### config.mk
export PLATFORM = sky130hd
export DESIGN_NAME = branchCompare
export DESIGN_NICKNAME = d
export VERILOG_FILES = /design/src/design/isaPkg.sv /design/src/design/branchCompare.sv
export VERILOG_INCLUDE_DIRS = /design/src /design/src/design
export SDC_FILE = /design/constraint.sdc
export NUM_CORES = 1
export LEC_CHECK = 0
export ABC_AREA = 0
export BUFFER_PORTS_ARGS = -buffer_cell sky130_fd_sc_hd__buf_2
export CORE_ASPECT_RATIO = 0.75
export CORE_MARGIN = 5
export CORE_UTILIZATION = 28
export DETAILED_ROUTE_END_ITERATION = 7
export GPL_TIMING_DRIVEN = 0
export PLACE_DENSITY = 0.85
export SYNTH_ARGS = -nofsm -noshare
export SYNTH_HDL_FRONTEND = slang
export SYNTH_SLANG_ARGS = --single-unit
### constraint.sdc
create_clock -name vclk -period 2.03
set_clock_uncertainty 0.2 [all_clocks]
set_input_delay 0.406 -clock vclk [all_inputs]
set_output_delay 0.406 -clock vclk [all_outputs]
set_load 0.01 [all_outputs]
### src/design/exe_config.svh
`ifndef EXE_CONFIG_SVH
`define EXE_CONFIG_SVH

// Datapath word width
`define EXE_DATA_W 32

// Physical register tag width, as used by issue queue and register file
`define EXE_TAG_W 6

// Architectural register number width
`define EXE_REG_W 5

`endif

### src/design/isaPkg.sv
`default_nettype none

package isaPkg;

    // ************************************************************************
    // ALU operation codes carried with each issued item
    // ************************************************************************
    typedef enum logic [5:0] {
        ALU_ADD   = 6'd0,  ALU_SUB   = 6'd1,  ALU_AND   = 6'd2,  ALU_OR    = 6'd3,
        ALU_XOR   = 6'd4,  ALU_NOR   = 6'd5,  ALU_SLT   = 6'd6,  ALU_SLTU  = 6'd7,
        ALU_SLL   = 6'd8,  ALU_SRL   = 6'd9,  ALU_SRA   = 6'd10, ALU_LUI   = 6'd11,
        ALU_MULT  = 6'd12, ALU_MULTU = 6'd13, ALU_MFHI  = 6'd14, ALU_MFLO  = 6'd15,
        ALU_MTHI  = 6'd16, ALU_MTLO  = 6'd17, ALU_PASSA = 6'd18, ALU_PASSB = 6'd19
    } aluOp_t;

    // ************************************************************************
    // Instruction word, seen as R format or I format
    // ************************************************************************
    typedef struct packed {
        logic [5:0] opcode;
        logic [4:0] rs;
        logic [4:0] rt;
        logic [4:0] rd;
        logic [4:0] shamt;
        logic [5:0] funct;
    } rView_t;

    typedef struct packed {
        logic [5:0]  opcode;
        logic [4:0]  rs;
        logic [4:0]  rt;
        logic [15:0] imm16;
    } iView_t;

    typedef union packed {
        rView_t r;
        iView_t i;
    } instrWord_t;

    // Branch opcodes
    localparam logic [5:0] OP_REGIMM = 6'b000001;
    localparam logic [5:0] OP_BEQ    = 6'b000100;
    localparam logic [5:0] OP_BNE    = 6'b000101;
    localparam logic [5:0] OP_BLEZ   = 6'b000110;
    localparam logic [5:0] OP_BGTZ   = 6'b000111;

    // REGIMM sub-codes in rt
    localparam logic [4:0] RT_BLTZ = 5'b00000;
    localparam logic [4:0] RT_BGEZ = 5'b00001;

endpackage

`default_nettype wire

### src/design/branchCompare.sv
`timescale 1ns/1ps
`default_nettype none

`include "exe_config.svh"

module branchCompare (
    input  isaPkg::instrWord_t      Instr,
    input  logic [`EXE_DATA_W-1:0]  OperandA,
    input  logic [`EXE_DATA_W-1:0]  OperandB,
    input  logic                    Jump,
    output logic                    Taken
);
    import isaPkg::*;

    // Shared compare terms
    logic operandsEqual;
    logic aNegative;
    logic aZero;
    logic condTaken;

    assign operandsEqual = (OperandA == OperandB);
    // Sign bit gives signed A below zero
    assign aNegative     = OperandA[`EXE_DATA_W-1];
    assign aZero         = (OperandA == '0);

    // Branch condition, decoded through the I view
    always_comb begin
        case (Instr.i.opcode)
            OP_BEQ:  condTaken = operandsEqual;
            OP_BNE:  condTaken = !operandsEqual;
            OP_BLEZ: condTaken = aNegative | aZero;
            OP_BGTZ: condTaken = !aNegative & !aZero;
            OP_REGIMM: begin
                // Only BLTZ and BGEZ recognised here
                if (Instr.i.rt == RT_BLTZ) begin
                    condTaken = aNegative;
                end else if (Instr.i.rt == RT_BGEZ) begin
                    condTaken = !aNegative;
                end else begin
                    condTaken = 1'b0;
                end
            end
            default: condTaken = 1'b0;
        endcase
    end

    // Jumps always taken, opcode ignored
    assign Taken = Jump | condTaken;

endmodule

`default_nettype wire

==> reports/results.ini <==
[clock_tree]
cts_hold_buffers=0
post_cts_buffers=0

[global_routing]
grt_max_degree=5
grt_pass1_vias=829
busiest_layer=met2
grt_pass1_wl_mm=3.35
grt-ovfl-total=0
grt_usage_pct=15.2
use_met1_pct=19.9
grtUsageMet2_pct=29.1
grt_antenna_before_repair=0
grt.met3_usage_pct=1.08

[flow_run]
cap_violations=0

[min_path]
hp-class=input port to primary output
min_path_cells=4

[die]
pin_count=98
rows=13
die-area_mm2=0.00290
start_util_pct=30.3
fp.dieH_um=47.9
die_x_um=60.6
core_area_mm2=0.00177

[outcome]
status=complete, but fails checks
violations=negative setup slack

[yosys]
synth_warnings=0
synth_cell_types=17
netlist_area_um2=537
syn-instance-count=69
yosysSeqAreaShare_pct=0
synth_area_per_cell_um2=7.78
ys_top_cells_by_area=xor2_1 54%, nor4_1 16%, nand4_1 4.7%
synth_largest_area_cell=xor2_1
yosysTopAreaCellShare_pct=53.8
syn_nets=166

[finish]
final_cells=168
area_delta_synth_final_pct=96.5
final_common_cell=buf_2
fin_nets=245
regArea_um2=0
antenna_cells=0
design_area_mm2=0.00105
final_cell_mix=75 x buf_2, 33 x xor2_1, 8 x nor4_2
seq_cell_count=0
drive_gt1_share_pct=62.3
n_clock_buffer=0

[sta]
rsz0062_at_grt=yes
hold_viol=0
maxSlewViolCount=0
fmax_ghz=0.430
setup_viol=1
max_slew_margin_pct=77.8
post-route-min-period_ns=2.32
timing.final.crit_share_pct=115
tightest_slew_ns=0.330
fin_ws_ns=-0.294

[setup_path]
crit_required_ns=1.42
arrival_ns=1.72
path_class=input port to primary output
critPathCaptureType=primary output
cp-start-kind=input port
critical_path.max_fanout=3

[placement]
gp_congestion=0.806
dpl_cell_area_um2=950
place.port_buffers=77
hpwl_mm=2.22
dp_cells=168
place_ws_ns=-0.427

[drt]
ant_nets=0
wl_per_cell_um=14.6
vias=842
wl_mm=2.46
dr.pass1.iters=4
drc=0
drtIter0Drc=23
drt-vias-per-instance=5.01

[power]
swShare_pct=48.8
power.net_switching_uw=93.7
powerDensity_mw_per_mm2=182
p_clk_share_pct=0
vdd_drop_max_mv=0.0951
power_frac_seq_pct=0
power_frac_comb_pct=100.0
leakagePower_uw=0.000498
intPower_uw=98.2

repair_timing:
action	4_1_cts	5_1_grt
resized for setup	11	7
pin swaps	3	0
endpoints found under the setup margin	1	1
area by class of cell:
cell class	count	area, µm²
Fill cell	168	718
Multi-Input combinational cell	69	626
Timing Repair Buffer	77	402
Tap cell	22	27.5
final timing paths:
path / to / startpoint / slack, ns
max: Taken / OperandA[7] / -0.29
min: Taken / Jump / 0.92
kinds of logic after synthesis:
logic type	after synthesis	share of synthesized area (%)
AO/OA/AOI/OAI	3	4.43
AND/OR/NAND/NOR	33	41.7
XOR/XNOR	33	53.8
cells in the mapped netlist (all sizes together):
cell type  count
nor2           3
and4bb         1
and2b          1
a311oi         1
nand4          4
nor3           2
xor2          33
o21ai          1
nor4          16
a31oi          1
or3            1
nand2b         1
or4            1
nand2          1
nand3          2
power groups by stage:
stage                     Clock [µW]  Sequential (µW)  Combinational (µW)
after global routing               0                0                 207
after global placement             0                0                 162
after floorplan                    0                0                58.1
final                              0                0                 192
after CTS                          0                0                 180
after detailed placement           0                0                 168
layer usage:
metal / vias up / wire (µm)
li1: 420 / -
met1: 367 / 869
met2: 53 / 1260
met3: 2 / 322
met4: 0 / 6
met5: - / 0
critical path, stage by stage:
cell and delay, ns:
buf_2 0.13, nor4_4 0.28, nand4_1 0.14, o21ai_2 0.19
nor2_1 0.08, a311oi_1 0.22, nand3_1 0.12, buf_2 0.15
through the flow:
stage	setup TNS [ns]	util, %	hold WS [ns]	total power (µW)
6_report	-0.294	59.5	0.922	192
5_1_grt	-0.325	59.5	0.923	207
4_1_cts	-0.256	57.0	0.910	180
3_5_place_dp	-0.427	53.6	0.910	168
3_3_place_gp	-0.374	53.6	0.894	162
2_1_floorplan	0	-	0.731	58.1
Note: power is estimated with default switching activity, not from simulation.
