$ cat src/design/exe_config.svh
`ifndef EXE_CONFIG_SVH
`define EXE_CONFIG_SVH

// Datapath word width
`define EXE_DATA_W 32

// Physical register tag width, as used by issue queue and register file
`define EXE_TAG_W 6

// Architectural register number width
`define EXE_REG_W 5

`endif

$ cat src/design/isaPkg.sv
`default_nettype none

package isaPkg;

    // ************************************************************************
    // ALU operation codes carried with each issued item
    // ************************************************************************
    typedef enum logic [5:0] {
        ALU_ADD   = 6'd0,  ALU_SUB   = 6'd1,  ALU_AND   = 6'd2,  ALU_OR    = 6'd3,
        ALU_XOR   = 6'd4,  ALU_NOR   = 6'd5,  ALU_SLT   = 6'd6,  ALU_SLTU  = 6'd7,
        ALU_SLL   = 6'd8,  ALU_SRL   = 6'd9,  ALU_SRA   = 6'd10, ALU_LUI   = 6'd11,
        ALU_MULT  = 6'd12, ALU_MULTU = 6'd13, ALU_MFHI  = 6'd14, ALU_MFLO  = 6'd15,
        ALU_MTHI  = 6'd16, ALU_MTLO  = 6'd17, ALU_PASSA = 6'd18, ALU_PASSB = 6'd19
    } aluOp_t;

    // ************************************************************************
    // Instruction word, seen as R format or I format
    // ************************************************************************
    typedef struct packed {
        logic [5:0] opcode;
        logic [4:0] rs;
        logic [4:0] rt;
        logic [4:0] rd;
        logic [4:0] shamt;
        logic [5:0] funct;
    } rView_t;

    typedef struct packed {
        logic [5:0]  opcode;
        logic [4:0]  rs;
        logic [4:0]  rt;
        logic [15:0] imm16;
    } iView_t;

    typedef union packed {
        rView_t r;
        iView_t i;
    } instrWord_t;

    // Branch opcodes
    localparam logic [5:0] OP_REGIMM = 6'b000001;
    localparam logic [5:0] OP_BEQ    = 6'b000100;
    localparam logic [5:0] OP_BNE    = 6'b000101;
    localparam logic [5:0] OP_BLEZ   = 6'b000110;
    localparam logic [5:0] OP_BGTZ   = 6'b000111;

    // REGIMM sub-codes in rt
    localparam logic [4:0] RT_BLTZ = 5'b00000;
    localparam logic [4:0] RT_BGEZ = 5'b00001;

endpackage

`default_nettype wire

$ cat src/design/exePkg.sv
`default_nettype none

`include "exe_config.svh"

package exePkg;

    // ************************************************************************
    // Pipeline-side register naming
    // ************************************************************************

    // Physical tag from rename, also the broadcast key
    typedef logic [`EXE_TAG_W-1:0] physTag_t;

    // Architectural destination number
    typedef logic [`EXE_REG_W-1:0] archReg_t;

endpackage

`default_nettype wire

$ cat src/design/exeStageReg.sv
`timescale 1ns/1ps
`default_nettype none

`include "exe_config.svh"

module exeStageReg (
    input  logic                    CLK,
    input  logic                    RESET,
    input  isaPkg::instrWord_t      Instr,
    input  logic [`EXE_DATA_W-1:0]  InstrPc,
    input  exePkg::archReg_t        WriteReg,
    input  logic [`EXE_DATA_W-1:0]  MemWriteData,
    input  logic                    RegWrite,
    input  isaPkg::aluOp_t          AluControl,
    input  logic                    MemRead,
    input  logic                    MemWrite,
    input  logic [`EXE_DATA_W-1:0]  AluResult,
    input  logic                    Taken,
    input  logic                    Link,
    input  logic                    IssueRegWr,
    input  exePkg::physTag_t        IssueRegWrMap,
    output isaPkg::instrWord_t      InstrOut,
    output logic [`EXE_DATA_W-1:0]  InstrPcOut,
    output logic [`EXE_DATA_W-1:0]  AluResultOut,
    output exePkg::archReg_t        WriteRegOut,
    output logic [`EXE_DATA_W-1:0]  MemWriteDataOut,
    output logic                    RegWriteOut,
    output isaPkg::aluOp_t          AluControlOut,
    output logic                    MemReadOut,
    output logic                    MemWriteOut,
    output exePkg::physTag_t        RegWrMapOut,
    output logic                    BroadcastValid,
    output exePkg::physTag_t        BroadcastMap,
    output exePkg::archReg_t        BroadcastReg,
    output logic [`EXE_DATA_W-1:0]  BroadcastValue
);
    import isaPkg::*;

    logic valid;
    logic broadcast;

    // PC of zero is a bubble
    assign valid     = (InstrPc != '0);
    // Linked jumps and non-load writes finish here
    assign broadcast = valid & ((Taken & Link) | (IssueRegWr & !MemRead));

    // ************************************************************************
    // EXE/MEM register and broadcast fields
    // ************************************************************************
    always_ff @(posedge CLK or negedge RESET) begin
        if (!RESET) begin
            InstrOut        <= '0;
            InstrPcOut      <= '0;
            AluResultOut    <= '0;
            WriteRegOut     <= '0;
            MemWriteDataOut <= '0;
            RegWriteOut     <= 1'b0;
            AluControlOut   <= aluOp_t'(6'd0);
            MemReadOut      <= 1'b0;
            MemWriteOut     <= 1'b0;
            RegWrMapOut     <= '0;
            BroadcastValid  <= 1'b0;
            BroadcastMap    <= '0;
            BroadcastReg    <= '0;
            BroadcastValue  <= '0;
        end else begin
            InstrOut        <= Instr;
            InstrPcOut      <= InstrPc;
            AluResultOut    <= AluResult;
            WriteRegOut     <= WriteReg;
            MemWriteDataOut <= MemWriteData;
            // Broadcast takes over the MEM-side write
            RegWriteOut     <= broadcast ? 1'b0 : RegWrite;
            AluControlOut   <= AluControl;
            MemReadOut      <= MemRead;
            MemWriteOut     <= MemWrite;
            RegWrMapOut     <= IssueRegWrMap;
            BroadcastValid  <= broadcast;
            BroadcastMap    <= IssueRegWrMap;
            BroadcastReg    <= WriteReg;
            BroadcastValue  <= AluResult;
        end
    end

endmodule

`default_nettype wire

$ cat config.mk
export PLATFORM = sky130hd
export DESIGN_NAME = exeStageReg
export DESIGN_NICKNAME = d
export VERILOG_FILES = /design/src/design/isaPkg.sv /design/src/design/exePkg.sv /design/src/design/exeStageReg.sv
export VERILOG_INCLUDE_DIRS = /design/src /design/src/design
export SDC_FILE = /design/constraint.sdc
export NUM_CORES = 1
export LEC_CHECK = 0
export ABC_CLOCK_PERIOD_IN_PS = 1550
export BUFFER_PORTS_ARGS = -buffer_cell sky130_fd_sc_hd__buf_2
export CAP_MARGIN = 5
export CORE_AREA = 2 2 135 137
export CTS_CLUSTER_DIAMETER = 100
export DETAILED_ROUTE_END_ITERATION = 10
export DIE_AREA = 0 0 137 139
export PLACE_DENSITY_LB_ADDON = 0.2
export SLEW_MARGIN = 20
export SYNTH_ARGS = -nofsm -noshare
export SYNTH_HDL_FRONTEND = slang
export SYNTH_SLANG_ARGS = --single-unit
export TNS_END_PERCENT = 1
$ cat constraint.sdc
create_clock -name CLK -period 1.55 [get_ports CLK]
set_clock_uncertainty 0.05 [all_clocks]
set_input_delay 0.3875 -clock CLK [delete_from_list [all_inputs] [get_ports CLK]]
set_output_delay 0.3875 -clock CLK [all_outputs]
set_load 0.01 [all_outputs]
==> impl_metrics.ini, run 1 <==
[detailed_routing]
antenna_left = 0
wl_per_cell_um = 14.4
dr.pass1.iters = 4
num_vias = 2883
dr.first_iter.drc_count = 43
wirelength_mm = 11.2
routed_via_density = 3.69
drc_errors = 0

[clock_tree]
cts_root_buffer = clkbuf_16
path_clk_slew_ns = 0.06
cts_made_buffers = 17
numClockSinks = 149
cts_tree = yes
clockBufferDepth = 2
post_cts_resized = 0
cts.htree.levels = 4

[place]
dp_slack_ns = 0.138
gp_congestion = 0.761
io_buffers = 344
place_area_um2 = 5920
dp_hpwl_mm = 9.01

[yosys]
yosys.area.top_type = dfrtp_1
ys_ff_latch = 149
synth_area_um2 = 4150
yosysWarningCount = 0
ys_seq_area_frac = 0.899
synth_fp_nets = 360
postSynthCellCount = 207
synth_cell_types = 9
ys_top_cells_by_area = dfrtp_1 90%, buf_4 7.8%, nor4_1 1.1%
synth_top_area_frac = 0.899
avgSynthCellArea_um2 = 20.0

[sta]
setup_ws_ns = 0.164
slew_headroom = 0.796
timing.final.crit_share = 0.894
worstMarginPinSlew_ns = 0.305
grt_setup_unrepaired = false
min_period_ns = 1.39
setup_tns_ns = 0
drv_slew = 0
max_freq_mhz = 721
hold_viol = 0
setup_viol_count_final = 0

[floorplan]
dieHeight_um = 139
row_count = 49
die_width_um = 137
ios = 345
core_area_um2 = 17700
die_area_um2 = 19000
initial_core_util = 0.235

[min_path]
hold_path.class = primary input to register

[setup_path]
path_delay_family = flip-flops
critPathLaunchType = register
critPathMaxStageDelay_ns = 0.39
end_kind = output port
path_cells = buf_2
path_max_fanout = 2
cp.required_ns = 1.11
worst-path-buf-inv = 1
crit_type = register to output port
arrival_ns = 0.95
cp_slowest_cell = dfrtp_1

[grt]
grt_antenna_before_repair = 0
grt-ovfl-total = 0
grt_pass1_wl_mm = 16.7
track_usage = 0.118
grt_pass1_vias = 3178
grt_max_degree = 43

[job]
drv_cap = 0

[layout]
layout_common_cells = 343 x buf_2, 149 x dfrtp_1, 17 x clkbuf_16
post-route-cell-area_um2 = 6670
area_growth_syn_to_layout_pct = 60.9
layout-drive-gt1-share = 0.689
diodes = 0
final_common_cell = buf_2
final_nets = 693

[power]
peakVddDrop_mv = 0.681
power_density_nw_per_um2 = 1450
p_leak_nw = 3.52

[status]
outcome = completed
logic make-up (layout without fill, tap and decap cells):
kind of cell / count (synthesis) / after routing / synth area share
simple gates: 12 / 12 / 0.0184
flops: 149 / 149 / 0.899
buf+inv: 44 / 390 / 0.0788
compound gates: 2 / 2 / 0.00362
area by class of cell:
type	count	area [um2]
Clock buffer	21	450
Fill cell	1740	11000
Inverter	1	3.75
Timing Repair Buffer	357	1870
Multi-Input combinational cell	14	91.3
Sequential cell	149	3730
Tap cell	229	287
Clock inverter	11	245
Yosys cell counts, drive strengths merged:
cell type,instances
dfrtp,149
buf,43
nor4,8
nand4,2
nor2,2
a22oi,1
inv,1
o21a,1
final timing paths:
path	slack (ns)	cells past startpoint	startpoint	endpoint
setup / recovery	0.16	1	AluResultOut[26]	BroadcastValue[26]
hold / removal	0.03	1	AluResult[18]	AluResultOut[18]
min in group asynchronous	0.37	2	RESET	InstrOut[18]
max in group asynchronous	0.56	3	RESET	InstrOut[22]
report_power, final:
part | leakage, nW | internal, mW | switching [mW]
clock network | 0.336 | 3.24 | 1.57
registers | 1.74 | 4.09 | 0.0639
logic | 1.44 | 0.339 | 0.388
metrics by stage:
step	utilization	instances	power, mW	hold slack, ns
6_report	0.378	782	9.70	0.0313
5_1_grt	0.378	782	10.1	0.000268
4_1_cts	0.375	777	9.85	0.000601
3_3_place_gp	0.335	744	4.95	0.243
2_1_floorplan	-	207	4.45	0.0419
3_5_place_dp	0.335	744	4.96	0.245
metal layers:
| metal | track usage | vias up | share of wire |
|---|---|---|---|
| met5 | 0 | - | 0 |
| met4 | 0.0575 | 0 | 0.018 |
| met3 | 0.0534 | 14 | 0.11 |
| met2 | 0.199 | 204 | 0.50 |
| met1 | 0.125 | 1380 | 0.37 |
| li1 | - | 1285 | - |
repair_timing:
item | in CTS | in global routing
setup buffers | 0 | 0
hold buffers | 1 | 5
endpoints found under the hold margin | 22 | 5
flip-flops by register name, summed over array words and instances, names as in the netlist:
signal and count:
RegWriteOut 1, AluResultOut 32, WriteRegOut 5, BroadcastMap 6
MemWriteDataOut 32, BroadcastValid 1, MemReadOut 1, InstrPcOut 32
MemWriteOut 1, InstrOut 32, AluControlOut 6
Power figures use the tool's default switching activity.
==> inputs of run 2 (changes only) <==
- BUFFER_PORTS_ARGS: -buffer_cell sky130_fd_sc_hd__buf_2 -> not set
- CORE_AREA: 2 2 135 137 -> 2 2 136 138
- DIE_AREA: 0 0 137 139 -> 0 0 138 140
- DONT_BUFFER_PORTS: not set -> 1
==> impl_metrics.ini, run 2 <==
[place]
gp_congestion = 0.691
io_buffers = 0
dp_slack_ns = -0.0148

[yosys]
postSynthCellCount = 207
synth_top_area_frac = 0.899
avgSynthCellArea_um2 = 20.0
ys_top_cells_by_area = dfrtp_1 90%, buf_4 7.8%, nor4_1 1.1%
synth_cell_types = 9
yosysWarningCount = 0
synth_fp_nets = 360
synth.most_common_cell = dfrtp_1
synthFlopType = dfrtp_1
ys_seq_area_frac = 0.899
synth_commonest_cells = 149 x dfrtp_1, 43 x buf_4, 7 x nor4_1
yosys.area.top_type = dfrtp_1
ys_ff_latch = 149
synthArstFlopShare = 1.00
synth_area_um2 = 4150
synth_edf_count = 0

[clock_tree]
cts_hold_buf = 101
cts.htree.levels = 4
cts_root_buffer = clkbuf_16
clockBufferDepth = 2
numClockSinks = 149
post_cts_resized = 0
cts_made_buffers = 17
cts_setup_buffers = 0

[floorplan]
initial_core_util = 0.233
dieHeight_um = 140
die_width_um = 138
row_count = 49
ios = 345

[status]
outcome = stopped before the end
tool.error = [ERROR RSZ-0060] Max buffer count reached.
haltStage = 4_1_cts
run 2: cell counts after synthesis:
Identical to the previous run, type by type.
run 2: metrics by stage:
step	util	hold slack [ns]	TNS, ns	instance area (um2)	instances
detailed placement	0.232	0.0436	-0.0174	4120	394
global placement	0.232	0.0449	-0.0437	4120	394
floorplan	-	0.0419	0	4150	207
run 2: kinds of logic after synthesis:
logic type      count (synthesis)  share of synthesized area
flops                         149                      0.899
compound gates                  2                    0.00362
simple gates                   12                     0.0184
buf+inv                        44                     0.0788
==> inputs of run 3 (changes only) <==
- CORE_AREA: 2 2 136 138 -> 2 2 132 134
- CTS_CLUSTER_DIAMETER: 100 -> not set
- DIE_AREA: 0 0 138 140 -> 0 0 134 136
- PLACE_DENSITY_LB_ADDON: 0.2 -> 0.15
==> impl_metrics.ini, run 3 <==
[floorplan]
initial_core_util = 0.246
dieHeight_um = 136
row_count = 48
die_width_um = 134
ios = 345

[yosys]
synth.most_common_cell = dfrtp_1
synth_area_um2 = 4150
postSynthCellCount = 207
yosys.area.top_type = dfrtp_1
synth_commonest_cells = 149 x dfrtp_1, 43 x buf_4, 7 x nor4_1
ys_ff_latch = 149
synth_cell_types = 9
synth_top_area_frac = 0.899
ys_top_cells_by_area = dfrtp_1 90%, buf_4 7.8%, nor4_1 1.1%
synth_fp_nets = 360
yosysWarningCount = 0
synth_edf_count = 0
synthFlopType = dfrtp_1
ys_seq_area_frac = 0.899
avgSynthCellArea_um2 = 20.0
synthArstFlopShare = 1.00

[status]
outcome = stopped before the end
tool.error = [ERROR RSZ-0060] Max buffer count reached.
haltStage = 4_1_cts

[clock_tree]
cts_made_buffers = 17
cts.htree.levels = 4
numClockSinks = 149
cts_hold_buf = 101
clockBufferDepth = 2
cts_setup_buffers = 0
cts_root_buffer = clkbuf_16
post_cts_resized = 0

[place]
place_area_um2 = 4110
dp_hpwl_mm = 6.91
dp_slack_ns = -0.0676
io_buffers = 0
gp_congestion = 0.696
run 3: cell counts after synthesis:
No cell type changed its count.
run 3: per-stage QoR:
stage,hold WS (ns),std cells,util,setup TNS (ns)
3_5_place_dp,0.0438,390,0.244,-0.110
3_3_place_gp,0.0451,390,0.244,-0.0303
2_1_floorplan,0.0419,207,-,0
run 3: kinds of logic after synthesis:
group	count (synthesis)	share of synthesized area
DFF	149	0.899
buffers and inverters	44	0.0788
and+or+nand+nor	12	0.0184
AOI/OAI and AO/OA	2	0.00362
