## config.mk

```make
export PLATFORM = sky130hd
export DESIGN_NAME = redirectUnit
export DESIGN_NICKNAME = d
export VERILOG_FILES = /design/src/design/redirectUnit.sv
export VERILOG_INCLUDE_DIRS = /design/src /design/src/design
export SDC_FILE = /design/constraint.sdc
export NUM_CORES = 1
export LEC_CHECK = 0
export ABC_CLOCK_PERIOD_IN_PS = 800
export BUFFER_PORTS_ARGS = -buffer_cell sky130_fd_sc_hd__buf_2
export CORE_ASPECT_RATIO = 1.25
export CORE_UTILIZATION = 41
export CTS_BUF_LIST = sky130_fd_sc_hd__clkbuf_4 sky130_fd_sc_hd__clkbuf_8 sky130_fd_sc_hd__clkbuf_16
export CTS_CLUSTER_DIAMETER = 150
export DETAILED_ROUTE_END_ITERATION = 12
export GPL_ROUTABILITY_DRIVEN = 0
export PLACE_DENSITY = 0.75
export SLEW_MARGIN = 20
export SYNTH_ARGS = -nofsm -noshare
export SYNTH_HDL_FRONTEND = slang
export SYNTH_SLANG_ARGS = --single-unit
```

## constraint.sdc

```tcl
create_clock -name CLK -period 0.8 [get_ports CLK]
set_clock_uncertainty 0.1 [all_clocks]
set_input_delay 0.04 -clock CLK [delete_from_list [all_inputs] [get_ports CLK]]
set_output_delay 0.04 -clock CLK [all_outputs]
set_load 0.005 [all_outputs]
```

## src/design/exe_config.svh

```systemverilog
`ifndef EXE_CONFIG_SVH
`define EXE_CONFIG_SVH

// Datapath word width
`define EXE_DATA_W 32

// Physical register tag width, as used by issue queue and register file
`define EXE_TAG_W 6

// Architectural register number width
`define EXE_REG_W 5

`endif

```

## src/design/redirectUnit.sv

```systemverilog
`timescale 1ns/1ps
`default_nettype none

`include "exe_config.svh"

module redirectUnit (
    input  logic                    CLK,
    input  logic                    RESET,
    input  logic                    Valid,
    input  logic                    Taken,
    input  logic                    JumpReg,
    input  logic [`EXE_DATA_W-1:0]  OperandA,
    input  logic [`EXE_DATA_W-1:0]  BranchTarget,
    output logic                    RequestAltPc,
    output logic [`EXE_DATA_W-1:0]  AltAddr
);

    // First stage of the redirect pipe
    logic                   takeQ;
    logic [`EXE_DATA_W-1:0] addrQ;

    // Bubble or not-taken gives no request
    logic                   takeNow;
    logic [`EXE_DATA_W-1:0] target;

    assign takeNow = Valid & Taken;
    // Register jump uses A, else the precomputed target
    assign target  = JumpReg ? OperandA : BranchTarget;

    // Two registers give the fixed latency to fetch
    always_ff @(posedge CLK or negedge RESET) begin
        if (!RESET) begin
            takeQ        <= 1'b0;
            addrQ        <= '0;
            RequestAltPc <= 1'b0;
            AltAddr      <= '0;
        end else begin
            takeQ        <= takeNow;
            // Address zeroed already in stage one
            addrQ        <= takeNow ? target : '0;
            RequestAltPc <= takeQ;
            AltAddr      <= addrQ;
        end
    end

endmodule

`default_nettype wire

```

==> results.md, run 1 <==
- Outcome: finished with violations
- Failing checks: hold timing, setup timing
- Crit-path slowest cell: sky130_fd_sc_hd__dfrtp_1
- Pwr Total: 0.00718 W
- Measured slew at the worst slew-check pin: 171 ps
- Placed wire-length estimate after detailed placement: 2820 um
- Cell Chain, Critical Path: buf_2
- Final hold violations: 5
- Die area: 5620 sq um
- Worst flop-to-flop path startpoint: addrQ[16]
- RSZ-0062 raised after global routing: yes
- Cell count of the worst reg-to-reg path: 0
- Required arrival time at the worst endpoint: 660 ps
- Net count after synthesis: 208
- Count of warnings emitted by yosys: 0
- Via/cell ratio: 4.42
- Quantity of I/O buffers inserted on ports: 101
- Post-Syn Area: 2180 sq um
- Global-route wire length before repair: 8920 um
- DIE HEIGHT: 83.6 um
- Power spent charging and discharging nets: 0.00149 W
- Setup-violating endpoint count in the final report: 34
- Final core area utilization: 0.701
- CTS H-tree lvls: 3
- FF-to-FF End: AltAddr[16]
- Flip-flop and latch count after synthesis: 66
- Placement row count: 29
- Sequential share of power: 0.491
- Most used cells in the layout excluding fill and tap cells: 78 x sky130_fd_sc_hd__buf_2, 66 x sky130_fd_sc_hd__dfrtp_1, 50 x sky130_fd_sc_hd__dlygate4sd3_1, 32 x sky130_fd_sc_hd__nor2_1, 31 x sky130_fd_sc_hd__mux2i_1
- Post-detailed-routing wire length: 5510 um
- Horizontal die dimension: 67.3 um
- Final Max Tran Viols: 0
- Signal arrival time at the worst endpoint: 830 ps
- Clock insertion delay at the later pin of the skew report: 330 ps
- Clock tree buffer depth: 2
- Layout fillers: 355
- Maximum number of pins on one net before global-route repair: 34
- Category of the worst setup path capture point: output port
- Pwr dens: 2000 nW/um^2
- Core region area: 5120 sq um
- Worst slack on hold paths: -5.88 ps
- Final Worst Setup Slack: -172 ps
- Count of unresolved DRC violations after routing: 0
- Via count of the routed design: 1583
- Buffer cell driving the clock tree root: sky130_fd_sc_hd__clkbuf_8
- Delay of the slowest cell on the worst path: 380 ps
- Antenna Diode Count: 0
- Crit Path Max Fanout: 1
- Largest vdd supply drop: 0.00104 V
- Initial DRC count: 56
- Maxcap violations: 0
- Number of nets in the layout: 361
- Clock share of power: 0.394
- Combined buffer and inverter count along the critical path: 1
- Total clock buffers created by CTS: 9
- Global-route usage over all layers: 0.229
- CTS tree: yes
- Layout Area Growth over Synthesis: 64.3%
- Number of different library cells in the post-synthesis netlist: 10
- Mean post-synth cell area: 15.7 sq um
- Most common cell after layout, fill and taps aside: sky130_fd_sc_hd__buf_2
- Cell area reported after detailed placement: 2800 sq um
- Static Leak: 2.07 nW
- Number of optimization iterations in the first detailed-route pass: 4
- Relative slew slack: 0.883
- Portion of total power attributed to combinational logic: 0.115
- Type of origin of the critical path: flop
- Category of the critical setup timing path: reg -> out
- Final min period: 972 ps
- WL/cell: 15.4 um
- Count of boundary I/O pins: 102
- Clock transition at path regs: 60 ps
- Achievable clock frequency: 1.03 GHz
- Fraction of power spent switching nets: 0.207
- Gate count of the mapped netlist: 139
- Sequential cell area fraction in the yosys report: 0.756
- Clock tree sinks: 66
- Grt total ovfl: 0
- Type of the most critical hold path: in -> async
- Final antenna-violating net count: 0
- Final std cell area, no fill: 3590 sq um
- Starting density of the core: 0.427
- Number of antenna violations at the first check in global routing: 0
- Total internal power: 0.00569 W
- Vias in the first global route: 1945
- Reg-to-reg slack, setup: 190 ps
- Ratio of final minimum period to clock period: 1.22
- Share of post-route cells with drive strength above 1: 0.338
- Summed negative setup slack over all endpoints: -4890 ps
- Cell family contributing the most delay on the critical path: flip-flops
synthesized netlist by cell type:
cell type / instances / share of area
sky130_fd_sc_hd__dfrtp_1: 66 / 0.76
sky130_fd_sc_hd__buf_12: 3 / 0.028
sky130_fd_sc_hd__buf_6: 1 / 0.0052
sky130_fd_sc_hd__clkbuf_1: 1 / 0.0017
sky130_fd_sc_hd__buf_1: 1 / 0.0017
sky130_fd_sc_hd__buf_2: 1 / 0.0023
sky130_fd_sc_hd__inv_1: 1 / 0.0017
sky130_fd_sc_hd__nand2_1: 1 / 0.0017
sky130_fd_sc_hd__nor2_1: 32 / 0.055
sky130_fd_sc_hd__mux2i_1: 32 / 0.15
power by group through the flow:
stage	registers, W	logic, W	clock network (W)
2_1_floorplan	0.00359	0.000223	0
3_3_place_gp	0.00358	0.000593	0
3_5_place_dp	0.00359	0.000597	0
4_1_cts	0.00352	0.000841	0.00286
5_1_grt	0.00354	0.000914	0.00303
6_report	0.00352	0.000829	0.00282
worst max-delay path by stage:
| stage | depth (start not counted) | from | slack, ps | to |
|---|---|---|---|---|
| CTS | 1 | AltAddr[19] | -190 | AltAddr[19] |
| finish | 1 | AltAddr[30] | -170 | AltAddr[30] |
| detailed placement | 4 | JumpReg | -70 | addrQ[18] |
| global placement | 4 | JumpReg | -70 | addrQ[19] |
| floorplan | 4 | JumpReg | 60 | addrQ[10] |
| global route | 1 | AltAddr[30] | -230 | AltAddr[30] |
sequential cells by signal (all words and copies together) (netlist names):
| register | cells |
|---|---|
| addrQ | 32 |
| AltAddr | 32 |
| RequestAltPc | 1 |
| takeQ | 1 |
cell type report:
cell class	count	area [sq um]	area share
flip-flops and latches	66	1650	0.460
repair buffers	149	1200	0.334
multi-input cells	65	448	0.125
clock buffers	13	173	0.0481
well taps	62	77.6	0.0216
clock inverters	2	35.0	0.00977
inverters	1	3.75	0.00105
kinds of logic after synthesis:
group	synth area share
buffers and inverters	0.0401
DFF	0.756
muxes	0.147
and+or+nand+nor	0.0567
per-layer routing:
metal,vias to the layer above,global-route usage,wire length [um]
met5,-,0,0
met4,0,0.145,166
met3,14,0.0656,362
met2,78,0.392,3040
met1,738,0.235,1940
li1,753,-,-
metrics by stage:
stage	worst slack, ps	instances
2_1_floorplan	61.2	139
3_3_place_gp	-73.9	301
3_5_place_dp	-70.1	301
4_1_cts	-186	381
5_1_grt	-234	358
6_report	-172	358
timing repair:
item                       in CTS  in global routing
hold endpoints to repair       98                  0
buffers inserted                0                  0
hold buffers                   65                  0
setup endpoints to repair      33                 54
gates resized for setup         0                 16
pin swaps                       0                 19
(Power assumes the default switching activity.)
==> run 2: changes to the inputs <==
ABC_CLOCK_PERIOD_IN_PS = 900   (was 800)
CORE_UTILIZATION = 45   (was 41)
CTS_BUF_LIST = not set   (was sky130_fd_sc_hd__clkbuf_4 sky130_fd_sc_hd__clkbuf_8 sky130_fd_sc_hd__clkbuf_16)
PLACE_DENSITY = 0.78   (was 0.75)
clock period = 0.9 ns   (was 0.8 ns; I/O delays follow)
==> results.md, run 2 (synthesis results as in run 1) <==
- Type of origin of the critical path: flop
- Category of the critical setup timing path: reg -> out
- Quantity of I/O buffers inserted on ports: 101
- Maxcap violations: 0
- Number of nets in the layout: 384
- Cell Chain, Critical Path: buf_2
- Outcome: finished with violations
- Number of gates resized after cts: 0
- Clock transition at path regs: 70 ps
- Placed wire-length estimate after detailed placement: 2840 um
- Vias in the first global route: 1857
- Delay of the slowest cell on the worst path: 370 ps
- Number of optimization iterations in the first detailed-route pass: 4
- Achievable clock frequency: 1.04 GHz
- Portion of total power attributed to combinational logic: 0.113
- DIE HEIGHT: 79.9 um
- Cell family contributing the most delay on the critical path: flip-flops
- Post-CTS Repair Setup Buffers: 0
- CTS H-tree lvls: 3
- Power spent charging and discharging nets: 0.00135 W
- Cell area reported after detailed placement: 2790 sq um
- Static Leak: 2.02 nW
- Signal arrival time at the worst endpoint: 820 ps
- Most common cell after layout, fill and taps aside: sky130_fd_sc_hd__buf_2
- Final hold violations: 0
- Final Max Tran Viols: 0
- Count of boundary I/O pins: 102
- Die area: 5140 sq um
- Share of post-route cells with drive strength above 1: 0.384
- Most used cells in the layout excluding fill and tap cells: 101 x sky130_fd_sc_hd__buf_2, 66 x sky130_fd_sc_hd__dfrtp_1, 65 x sky130_fd_sc_hd__dlygate4sd3_1, 32 x sky130_fd_sc_hd__mux2i_1, 32 x sky130_fd_sc_hd__nor2_1
- Total internal power: 0.00534 W
- Measured slew at the worst slew-check pin: 336 ps
- Post-detailed-routing wire length: 5430 um
- Final std cell area, no fill: 3670 sq um
- Pwr Total: 0.00668 W
- CTS tree: yes
- Ratio of final minimum period to clock period: 1.07
- Pwr dens: 1820 nW/um^2
- Relative slew slack: 0.776
- Largest vdd supply drop: 0.00121 V
- Required arrival time at the worst endpoint: 750 ps
- Clock tree buffer depth: 2
- Summed negative setup slack over all endpoints: -1380 ps
- Horizontal die dimension: 64.3 um
- Category of the worst setup path capture point: output port
- Final core area utilization: 0.811
- Layout Area Growth over Synthesis: 68.3%
- RSZ-0062 raised after global routing: yes
- Maximum number of pins on one net before global-route repair: 67
- Clock insertion delay at the later pin of the skew report: 320 ps
- Antenna Diode Count: 0
- Crit-path slowest cell: sky130_fd_sc_hd__dfrtp_1
- Combined buffer and inverter count along the critical path: 1
- Core region area: 4530 sq um
- Via/cell ratio: 4.47
- Worst setup timing slack at the placement stage: 10.0 ps
- Final antenna-violating net count: 0
- Grt total ovfl: 0
- Type of the most critical hold path: in -> reg
- Failing checks: setup timing
- Total clock buffers created by CTS: 9
- Global-route usage over all layers: 0.238
- Crit Path Max Fanout: 1
- Buffer cell driving the clock tree root: sky130_fd_sc_hd__clkbuf_8
- Count of unresolved DRC violations after routing: 0
- Final min period: 962 ps
- Number of antenna violations at the first check in global routing: 0
- Registers with the most flip-flops: AltAddr: 32 flops, addrQ: 32 flops
- Via count of the routed design: 1691
- Global-route wire length before repair: 8700 um
- Fraction of power spent switching nets: 0.201
- Initial DRC count: 71
- WL/cell: 14.4 um
- Clock share of power: 0.418
- Setup-violating endpoint count in the final report: 33
- Clock tree sinks: 66
- Sequential share of power: 0.468
- Starting density of the core: 0.482
- Final Worst Setup Slack: -61.7 ps
- Placement row count: 27
-- run 2: changes by cell type in the layout (fill, tap and decap cells not counted), sizes merged --
| cell | before | now |
|---|---|---|
| clkinvlp | 0 | 1 |
| dlygate4sd3 | 50 | 65 |
| bufinv | 1 | 2 |
| buf | 84 | 107 |
| dlymetal6s4s | 15 | 0 |
| clkbuf | 13 | 12 |
-- run 2: final timing paths --
| path | start | to | slack [ps] | cells past startpoint |
|---|---|---|---|---|
| setup / recovery | AltAddr[0] | AltAddr[0] | -60 | 1 |
| hold / removal | Taken | takeQ | 70 | 4 |
| setup reg to reg | addrQ[8] | AltAddr[8] | 300 | 0 |
| hold reg to reg | addrQ[31] | AltAddr[31] | 250 | 0 |
| max in group asynchronous | RESET | AltAddr[27] | 240 | 3 |
| min in group asynchronous | RESET | RequestAltPc | 170 | 3 |
-- run 2: routing by layer --
metal	vias up	routed length, um	GRT usage
li1	802	-	-
met2	74	3090	0.444
met1	807	2010	0.249
met5	-	0	0
met4	0	63	0.100
met3	8	275	0.0629
-- run 2: layout make-up --
class / count / area, sq um
fill: 257 / 853
inverter: 1 / 3.75
clock inverter: 4 / 72.6
clock buffer: 12 / 165
multi-input combinational: 65 / 444
tap: 58 / 72.6
sequential: 66 / 1650
timing repair buffer: 172 / 1260
-- run 2: power groups by stage --
stage / combinational, W / clock, W / sequential (W)
global placement: 0.000516 / 0 / 0.00318
detailed placement: 0.000524 / 0 / 0.00319
CTS: 0.000741 / 0.00285 / 0.00313
finish: 0.000758 / 0.00280 / 0.00313
global route: 0.000827 / 0.00302 / 0.00314
floorplan: 0.000198 / 0 / 0.00319
-- run 2: repair_timing --
action / in CTS / in global routing
hold buffers: 65 / 0
endpoints found under the setup margin: 33 / 33
hold endpoints to repair: 98 / 0
-- run 2: worst min-delay path, stage by stage --
cell                      delay [ps]
sky130_fd_sc_hd__buf_2            70
sky130_fd_sc_hd__nand2_1          90
sky130_fd_sc_hd__buf_4           190
sky130_fd_sc_hd__inv_1            50
-- run 2: stage by stage --
stage	std cells	hold slack, ps
after floorplan	139	-351
after global placement	297	-19.6
after detailed placement	297	-10.4
after CTS	378	49.4
after global routing	378	54.9
final	378	67.8
